$ cat config.mk
export PLATFORM = sky130hd
export DESIGN_NAME = loadStoreUnit
export DESIGN_NICKNAME = d
export VERILOG_FILES = /design/src/core/loadStoreUnit.sv
export VERILOG_INCLUDE_DIRS = /design/src /design/src/common
export SDC_FILE = /design/constraint.sdc
export NUM_CORES = 1
export LEC_CHECK = 0
export BUFFER_PORTS_ARGS = -buffer_cell sky130_fd_sc_hd__buf_2
export CAP_MARGIN = 20
export CORE_MARGIN = 4
export CORE_UTILIZATION = 44
export DETAILED_ROUTE_END_ITERATION = 12
export PLACE_DENSITY = 0.9
export SLEW_MARGIN = 20
export SYNTH_ARGS = -nofsm -noshare
export SYNTH_HDL_FRONTEND = slang
export SYNTH_SLANG_ARGS = --single-unit
$ cat constraint.sdc
create_clock -name iClk -period 1.5 [get_ports iClk]
set_input_delay 0.075 -clock iClk [delete_from_list [all_inputs] [get_ports iClk]]
set_output_delay 0.075 -clock iClk [all_outputs]
set_load 0.05 [all_outputs]
$ cat src/common/core_settings.svh
`ifndef CORE_SETTINGS_SVH
`define CORE_SETTINGS_SVH

// Data and address width of the core
`define XLEN 32

// Shared word memory geometry
`define MEM_WORDS 1024
`define MEM_ADDR_BITS 10

// First fetch address after reset
`define RESET_PC 32'h0000_0000

`endif

$ cat src/core/loadStoreUnit.sv
`include "core_settings.svh"

module loadStoreUnit (
    input  logic             iClk,
    input  logic             rstN,
    input  logic             memStart,
    input  logic             isStore,
    input  logic [`XLEN-1:0] addr,
    input  logic [`XLEN-1:0] storeData,
    input  logic             lsuReady,
    input  logic             lsuRspValid,
    input  logic [`XLEN-1:0] lsuRdata,
    output logic             lsuValid,
    output logic [`XLEN-1:0] lsuAddr,
    output logic             lsuWrite,
    output logic [`XLEN-1:0] lsuWdata,
    output logic             memDone,
    output logic [`XLEN-1:0] loadData
);

    logic granted;

    ////////////////////////////////////////////////////////////
    // Request register, held from memStart until the grant
    ////////////////////////////////////////////////////////////

    always_ff @(posedge iClk) begin
        if (!rstN) begin
            lsuValid <= 1'b0;
            lsuAddr  <= '0;
            lsuWrite <= 1'b0;
            lsuWdata <= '0;
        end else if (memStart) begin
            lsuValid <= 1'b1;
            lsuAddr  <= addr;
            lsuWrite <= isStore;
            lsuWdata <= storeData;
        end else if (granted) begin
            lsuValid <= 1'b0;
        end
    end

    // A store ends at its grant, a load at its response
    always_comb begin
        granted  = lsuValid && lsuReady;
        memDone  = (granted && lsuWrite) || lsuRspValid;
        loadData = lsuRdata;
    end

endmodule

Word-level counts from Yosys, hierarchy flattened
Index checks and enable logic that the tools add are counted.
{"block": "totals", "ff_bits": 66, "input_bits": 102, "output_inout_bits": 99}
{"block": "classes", "muxes": 2, "n_reduce_logical": 4}
{"operator": "1-bit logical AND", "count": 2}
{"operator": "1-bit two-way mux", "count": 2}
{"operator": "2-bit nonzero test", "count": 1}
{"operator": "1-bit logical OR", "count": 1}

Depth between registers and ports, before layout
Gate-level depths: netlist (run 1).
{"block": "depth", "ltp_word": 3, "ltp_mapped": 5}

Least setup slack after synthesis (run 1)
OpenSTA, ideal clock, no wires.
{"block": "synth_timing", "path_kind": "register to output", "from": "register lsuWrite", "to": "output memDone", "arrival_ps": 1040, "slack_ps": 385, "path_stages_with_launch": 2, "cell_sequence": "dfxtp_1 a31o_2"}
{"block": "synth_via", "elab_chain_len": 2}
{"item": "from (decl)", "line": "loadStoreUnit.sv:15", "text": "output logic lsuWrite,"}
{"item": "from (signal assigned)", "line": "loadStoreUnit.sv:36", "text": "lsuWrite <= isStore;"}
{"item": "1-bit logical AND", "line": "loadStoreUnit.sv:46", "text": "memDone = (granted && lsuWrite) || lsuRspValid;"}
{"item": "1-bit logical OR", "line": "loadStoreUnit.sv:46"}
{"item": "to (decl)", "line": "loadStoreUnit.sv:17", "text": "output logic memDone,"}
No other way between the ends.

Final worst setup path (run 1)
{"block": "layout_timing", "from": "register lsuValid", "to": "output memDone"}
{"block": "layout_via", "elab_chain_len": 3}
{"item": "from (decl)", "line": "loadStoreUnit.sv:13", "text": "output logic lsuValid,"}
{"item": "from (signal assigned)", "line": "loadStoreUnit.sv:29", "text": "lsuValid <= 1'b0;"}
{"item": "from (signal assigned)", "line": "loadStoreUnit.sv:34", "text": "lsuValid <= 1'b1;"}
{"item": "from (signal assigned)", "line": "loadStoreUnit.sv:39", "text": "lsuValid <= 1'b0;"}
{"item": "1-bit logical AND", "line": "loadStoreUnit.sv:45", "text": "granted = lsuValid && lsuReady;"}
{"item": "1-bit logical AND", "line": "loadStoreUnit.sv:46"}
{"item": "1-bit logical OR", "line": "loadStoreUnit.sv:46"}
No other way between the ends.

==> results of run 1 <==
## path summary, 6_finish.rpt
kind,from,to,slack (ns),depth (start not counted)
worst max-delay path,lsuValid,memDone,0.36,2
worst max register to register,lsuValid,lsuValid,0.80,2
worst min-delay path,storeData[26],lsuWdata[26],0.02,3
worst min register to register,lsuAddr[9],lsuAddr[9],0.51,2
## logic make-up after synthesis
kind of cell           after synthesis  share of synthesized area (%)
multiplexers                        65                           23.3
buffers and inverters               47                           14.0
AO/OA/AOI/OAI                        2                          0.583
flip-flops                          66                           47.3
AND/OR/NAND/NOR                     66                           14.8
## power by group through the flow
stage               logic, W  clock network (W)  registers (W)
floorplan           0.000494                  0        0.00231
global placement    0.000823                  0        0.00194
detailed placement  0.000839                  0        0.00195
CTS                 0.000869            0.00129        0.00191
global route        0.000918            0.00138        0.00192
finish              0.000861            0.00123        0.00191
## area by class of cell
type                       instances  area, um^2  area share, %
sequential                        66        1320           37.4
multi-input combinational        133        1080           30.6
timing repair buffer             153         873           24.7
clock buffer                      13         149           4.22
clock inverter                     3        15.0          0.425
tap                               75        93.8           2.66
## state kept, by name (all words and copies together) (netlist names)
register and count:
lsuValid 1, lsuWrite 1, lsuAddr 32, lsuWdata 32
## worst reg2reg max path: cells and delay by family, from the launching register on
kind | cells | cell delay, ns
DFF | 1 | 0.32
AOI/OAI and AO/OA | 1 | 0.15
and+or+nand+nor | 1 | 0.13
## routing by layer
metal | wire (um) | up-vias | share of wire, % | GRT usage, %
li1 | - | 1003 | - | -
met5 | 0 | - | 0 | 0
met4 | 147 | 0 | 2.6 | 8.93
met1 | 2230 | 858 | 39 | 15.6
met3 | 560 | 17 | 9.8 | 5.46
met2 | 2780 | 102 | 49 | 25.5
## layout by cell type, fill, tap and decap left out
master	instances
nor2b_1	66
buf_2	135
a31o_2	1
mux2i_1	65
dfxtp_1	66
buf_4	1
o21a_1	1
dlygate4sd3_1	15
clkinv_2	3
clkbuf_8	10
buf_12	2
clkbuf_1	3
## metrics by stage
| stage | util (%) | cell area, um^2 |
|---|---|---|
| global placement | 53.4 | 3220 |
| CTS | 58.6 | 3530 |
| detailed placement | 53.4 | 3220 |
| floorplan | - | 2790 |
| finish | 58.6 | 3530 |
| global route | 58.6 | 3530 |
==> results.ini, run 1 <==
[cts]
clkLatencyLatePin_ns=0.32
ctsResizeCount=0
post-cts-setup-buffers=0
cts_buffers=9
max-clock-path-buffers=2
cts_tree=yes
cts.clk_slew.worst_paths_ns=0.07
cts_root_buf=clkbuf_8
cts.sinks=66
ctsHoldBuffers=15
h-tree-depth=3

[logic_synthesis]
synth_common_cells=66 x dfxtp_1, 66 x nor2b_1, 65 x mux2i_1
synth_edf_count=0
synth_cell_types=9
synth.area.top_cells=dfxtp_1 47%, mux2i_1 23%, nor2b_1 15%
synth.top_cell.area_share_pct=47.3
syn_area_per_cell_um2=11.3
ys_ff_latch=66
ys.flop_type=dfxtp_1
yosys_warnings=0
ys_async_sr_fraction_pct=0
synth-seq-area-share_pct=47.3
syn_inst=246
syn-num-nets=348
synth_largest_area_cell=dfxtp_1
syn_area_um2=2790

[setup_path]
required_ns=1.42
worstSetupPathType=reg2out
cp_max_fo=3
path_cells=a31o_2 -> buf_2
endpoint_kind=output pin
cp-start-kind=register
worst-path-buf-inv=1
slowest_stage=dfxtp_1
cpPeakStageDelay_ns=0.32
cp.arrival_ns=1.06
crit_family=flip-flops

[power]
peakVddDrop_mv=0.686
p_int_w=0.00280
switching_share_pct=30.1
pwr-share-seq_pct=47.7
pwr-share-comb_pct=21.5
power_density_nw_per_um2=1130
finalPower_w=0.00400
leakagePower_nw=1.83
p_switching_w=0.00121
clkPwrFrac_pct=30.8

[die]
die_w_um=87.7
pin_count=201
core_area_um2=6030
rows=28
start_util_pct=46.3
die_y_um=87.7
dieArea_um2=7680

[sta]
timing.fmax_ghz=0.879
tightest_slew_ns=0.810
finalSetupTns_ns=0
period_share_pct=75.8
grt_setup_unrepaired=false
finalSetupViolations=0
slew_headroom_pct=46.0
setup_slack_ns=0.362
worst_hold_slack_ns=0.0166
drv_slew=0
finalHoldViolCount=0
period_minus_slack_ns=1.14
clock_skew_ns=0

[finish]
area_delta_synth_final_pct=26.5
fin_cells=443
layout.nets=465
nFillCells=526
drive_gt1_share_pct=41.3
insertedDiodeCount=0

[place]
dp_cells=412
place_congestion=0.672
io_buffers=136
post-place-ws_ns=0.454
place_hpwl_um=4080

[grt]
grt_usage_pct=14.9
grt_pass1_vias=2093
grt_max_degree=67
grt_first_pass_wirelength_um=8990
grt_antenna_before_repair=0
grt-ovfl-total=0

[drt]
num_vias=1980
routed_wl_um=5730
drc=0
post_drt_wl_per_cell_um=12.9
ant_nets=0
first_pass_iters=4
viasPerCell=4.47
drtIter0Drc=43

[run]
max_cap_viol_count=0

[run_status]
status=finished clean

[min_path]
hold_path_class=in2reg

(Power assumes the default switching activity.)
==> inputs of run 2 (changes only) <==
--- a/config.mk
+++ b/config.mk
@@ -9,9 +9,9 @@
 export BUFFER_PORTS_ARGS = -buffer_cell sky130_fd_sc_hd__buf_2
 export CAP_MARGIN = 20
 export CORE_MARGIN = 4
-export CORE_UTILIZATION = 44
+export CORE_UTILIZATION = 37
 export DETAILED_ROUTE_END_ITERATION = 12
-export PLACE_DENSITY = 0.9
+export PLACE_DENSITY = 0.81
 export SLEW_MARGIN = 20
 export SYNTH_ARGS = -nofsm -noshare
 export SYNTH_HDL_FRONTEND = slang
==> constraint.sdc (replaced) <==
create_clock -name iClk -period 1 [get_ports iClk]
set_input_delay 0.05 -clock iClk [delete_from_list [all_inputs] [get_ports iClk]]
set_output_delay 0.05 -clock iClk [all_outputs]
set_load 0.05 [all_outputs]
==> results.ini, run 2 (synthesis results as in run 1) <==
[cts]
cts.clk_slew.worst_paths_ns=0.06
clkLatencyLatePin_ns=0.32
cts_buffers=9
h-tree-depth=3
cts_tree=yes
cts.sinks=66
max-clock-path-buffers=2
post-cts-setup-buffers=0
cts_root_buf=clkbuf_8

[finish]
final_common_cell=buf_2
layout.nets=509
reg_top3=lsuAddr (32), lsuWdata (32)
nFillCells=611
final_cell_mix=71 x buf_2, 66 x nor2b_1, 65 x mux2i_1
insertedDiodeCount=0
drive_gt1_share_pct=38.0
area_delta_synth_final_pct=49.9

[place]
io_buffers=136
place_hpwl_um=4190
post-place-ws_ns=0.152
place_congestion=0.641

[min_path]
hold_path_class=in2reg

[setup_path]
cp-start-kind=register
required_ns=0.95
cp.arrival_ns=1.03
cp_max_fo=3
endpoint_kind=output pin
worstSetupPathType=reg2out

[drt]
routed_wl_um=7120
viasPerCell=4.36
drtIter0Drc=21
ant_nets=0
drc=0
post_drt_wl_per_cell_um=14.0
first_pass_iters=3
num_vias=2224

[die]
dieArea_um2=9000
rows=31
die_w_um=94.9
die_y_um=94.9
pin_count=201
core_area_um2=7290
start_util_pct=38.3

[sta]
clock_skew_ns=0
finalHoldViolCount=0
tightest_slew_ns=0.295
drv_slew=0
period_minus_slack_ns=1.08
period_share_pct=108
finalSetupViolations=1
grt_setup_unrepaired=true
slew_headroom_pct=80.3
setup_slack_ns=-0.0797
finalSetupTns_ns=-0.0797
timing.fmax_ghz=0.926

[power]
leakagePower_nw=2.01
power_density_nw_per_um2=1550
peakVddDrop_mv=0.961

[run_status]
status=finished, violations left
failed_checks=negative setup slack

[grt]
grt-ovfl-total=0
grt_antenna_before_repair=0
grt_pass1_vias=2352
grt_max_degree=39
grt_usage_pct=15.4
grt_first_pass_wirelength_um=10800

[run]
max_cap_viol_count=0

## run 2: cell types whose count changed in the layout (fill, tap and decap cells not counted), sizes merged
cell,change
clkinv,-1
clkbuf,+51
buf,-50
dlygate4sd3,+42
bufinv,+1
## run 2: report_power, final
part	switching, W	internal [W]	total [W]
Combinational	0.000887	0.000635	0.00152
Clock	0.000908	0.00120	0.00211
Sequential	0.0000853	0.00279	0.00287
## run 2: cell type report
cell class | count | area (um^2) | area share (%)
repair buffers | 197 | 1470 | 35.2
clock inverters | 3 | 40.0 | 0.957
multi-input cells | 133 | 1080 | 25.8
clock buffers | 12 | 145 | 3.47
well taps | 99 | 124 | 2.96
flip-flops and latches | 66 | 1320 | 31.6
## run 2: path summary, 6_finish.rpt
| check | from | to | slack (ns) | depth (start not counted) |
|---|---|---|---|---|
| max | lsuValid | memDone | -0.08 | 2 |
| min | storeData[7] | lsuWdata[7] | 0.01 | 3 |
| max reg2reg | lsuValid | lsuValid | 0.30 | 2 |
| min reg2reg | lsuWdata[1] | lsuWdata[1] | 0.51 | 2 |
## run 2: stage by stage
| stage | utilization [%] | std cells | total power (W) | hold WS [ns] | cell area (um^2) |
|---|---|---|---|---|---|
| CTS | 55.5 | 510 | 0.00651 | 0.000757 | 4050 |
| global route | 57.4 | 510 | 0.00680 | 0.00849 | 4190 |
| floorplan | - | 246 | 0.00421 | 0.219 | 2790 |
| global placement | 44.8 | 438 | 0.00416 | 0.100 | 3270 |
| finish | 57.4 | 510 | 0.00650 | 0.0148 | 4190 |
| detailed placement | 44.8 | 438 | 0.00418 | 0.100 | 3270 |
## run 2: per-layer routing
layer / GRT usage (%) / up-vias / wire length (um)
met3: 6.45 / 17 / 638
met1: 15.3 / 1009 / 2670
met5: 0 / - / 0
met2: 28.7 / 101 / 3700
li1: - / 1097 / -
met4: 5.17 / 0 / 115
## run 2: critical path, stage by stage, from the launching register on
cell	delay [ns]
dfxtp_2	0.32
a31o_2	0.24
buf_6	0.15
## run 2: timing repair
action                                  in CTS  in global routing
endpoints found under the setup margin      10                 55
pin swaps                                    0                  0
hold buffers                                57                  0
resized for setup                           11                 56
endpoints found under the hold margin       57                  0
==> inputs of run 3 (changes only) <==
--- a/config.mk
+++ b/config.mk
@@ -6,12 +6,13 @@
 export SDC_FILE = /design/constraint.sdc
 export NUM_CORES = 1
 export LEC_CHECK = 0
+export ABC_AREA = 1
 export BUFFER_PORTS_ARGS = -buffer_cell sky130_fd_sc_hd__buf_2
 export CAP_MARGIN = 20
 export CORE_MARGIN = 4
-export CORE_UTILIZATION = 37
+export CORE_UTILIZATION = 35
 export DETAILED_ROUTE_END_ITERATION = 12
-export PLACE_DENSITY = 0.81
+export PLACE_DENSITY = 0.79
 export SLEW_MARGIN = 20
 export SYNTH_ARGS = -nofsm -noshare
 export SYNTH_HDL_FRONTEND = slang
==> results.ini, run 3 <==
[logic_synthesis]
ys_async_sr_fraction_pct=0
synth_cell_types=17
ys.flop_type=dfxtp_1
synth-seq-area-share_pct=51.4
synth_largest_area_cell=dfxtp_1
ys_ff_latch=66
synth.area.top_cells=dfxtp_1 51%, nor2_1 18%, o21ai_0 11%
syn_area_um2=2570
synth_common_cells=123 x nor2_1, 66 x dfxtp_1, 58 x o21ai_0
syn_inst=321
yosysMostFrequentCell=nor2_1
synth.top_cell.area_share_pct=51.4
yosys_warnings=0
synth_edf_count=0
syn-num-nets=423
syn_area_per_cell_um2=8.01

[grt]
grt_pass1_vias=2766
grt_usage_pct=18.5
grt_max_degree=67
grt_antenna_before_repair=0
grt-ovfl-total=0
grt_first_pass_wirelength_um=12900

[sta]
clock_skew_ns=0
finalHoldViolCount=0
slew_headroom_pct=78.5
drv_slew=0
finalSetupViolations=1
grt_setup_unrepaired=true
timing.fmax_ghz=0.939
tightest_slew_ns=0.322
period_minus_slack_ns=1.06
period_share_pct=106
setup_slack_ns=-0.0648

[cts]
cts_root_buf=clkbuf_8
cts_buffers=9
clkLatencyLatePin_ns=0.31
post-cts-setup-buffers=0
cts.sinks=66
h-tree-depth=3
max-clock-path-buffers=2
cts_tree=yes
cts.clk_slew.worst_paths_ns=0.07

[power]
peakVddDrop_mv=0.806
leakagePower_nw=1.92
power_density_nw_per_um2=1580

[setup_path]
cpPeakStageDelay_ns=0.35
cp_max_fo=3
reg2reg_depth=2
cp-start-kind=register
cp.depth=3
path_cells=nand2_2 -> o21bai_4 -> buf_6
slowest_stage=dfxtp_2
endpoint_kind=output pin
worst-path-buf-inv=1
cp.arrival_ns=1.01
crit_family=flip-flops
required_ns=0.95
worstSetupPathType=reg2out

[finish]
nFillCells=610
multi_input_area_um2=868
final_cell_mix=123 x nor2_1, 78 x buf_2, 65 x dlygate4sd3_1
drive_gt1_share_pct=34.2
fin_cells=586
regArea_um2=1320
final_common_cell=nor2_1
area_delta_synth_final_pct=56.7
reg_top3=lsuAddr (32), lsuWdata (32)
layout.nets=587

[drt]
ant_nets=0
drtIter0Drc=93
post_drt_wl_per_cell_um=14.3
viasPerCell=4.64
first_pass_iters=4
drc=0
routed_wl_um=8380
num_vias=2719

[place]
place_hpwl_um=4750
post-place-ws_ns=0.143
place_congestion=0.715
io_buffers=136
dp_cells=505

[run]
max_cap_viol_count=0

[die]
die_w_um=93.7
pin_count=201
rows=30
dieArea_um2=8780
core_area_um2=6940
die_y_um=93.7
start_util_pct=37.0

[run_status]
failed_checks=negative setup slack
status=finished, violations left

[min_path]
hold_path_class=in2reg
hold_depth=4

run 3: cell count changes after synthesis, sizes merged:
cell	before	now
mux2i	65	0
buf	40	43
nor2b	66	0
a31o	1	0
nand2	0	2
clkbuf	7	10
o21ai	0	65
o21bai	0	1
inv	0	3
a21oi	0	1
nor2	0	130
o21a	1	0
run 3: what timing repair did:
action                                  CTS  global route
resized for setup                         8            59
hold endpoints to repair                 65             0
endpoints found under the setup margin    8            56
pin swaps                                 0             0
hold buffers                             65             0
run 3: final timing paths:
| check | startpoint | to | slack [ns] |
|---|---|---|---|
| max | lsuValid | memDone | -0.06 |
| min | lsuReady | lsuValid | 0.04 |
| max reg2reg | lsuWdata[4] | lsuWdata[4] | 0.31 |
| min reg2reg | lsuValid | lsuValid | 0.49 |
run 3: area by class of cell:
type | instances | area share, %
diodes | 1 | 0.0622
clock buffers | 11 | 3.26
clock inverters | 4 | 0.497
inverters | 3 | 0.342
multi-input cells | 199 | 21.6
flip-flops and latches | 66 | 32.9
well taps | 96 | 2.98
repair buffers | 206 | 38.4
run 3: kinds of logic (layout without fill, tap and decap cells):
logic type	after synthesis	in the layout	share of synthesized area (%)
compound gates	67	67	13.3
buf+inv	56	224	15.3
flops	66	66	51.4
other cells	0	1	0
simple gates	132	132	20.0
run 3: layer usage:
| metal | track usage [%] | vias up | part of all wire, % |
|---|---|---|---|
| li1 | - | 1311 | - |
| met1 | 19.0 | 1258 | 38 |
| met2 | 33.5 | 115 | 52 |
| met3 | 6.09 | 35 | 6.6 |
| met4 | 8.78 | 0 | 3.3 |
| met5 | 0 | - | 0 |
run 3: worst min-delay path, stage by stage:
cell	delay [ns]
buf_2	0.09
inv_1	0.07
nand2_1	0.08
a21oi_2	0.05
run 3: power breakdown:
group	internal, W	switching [W]
sequential	0.00282	0.0000941
combinational	0.000595	0.00106
clock	0.000870	0.000928
run 3: stage by stage:
stage / setup TNS (ns) / utilization, % / total power [W] / hold WS (ns) / instance area [um^2]
after floorplan: 0 / - / 0.00427 / 0.178 / 2580
after global placement: 0 / 44.2 / 0.00428 / 0.100 / 3070
after detailed placement: 0 / 44.2 / 0.00431 / 0.100 / 3070
after CTS: -0.127 / 56.0 / 0.00636 / 0.0213 / 3890
after global routing: -0.203 / 57.9 / 0.00669 / 0.0405 / 4020
final: -0.0648 / 58.0 / 0.00636 / 0.0414 / 4030
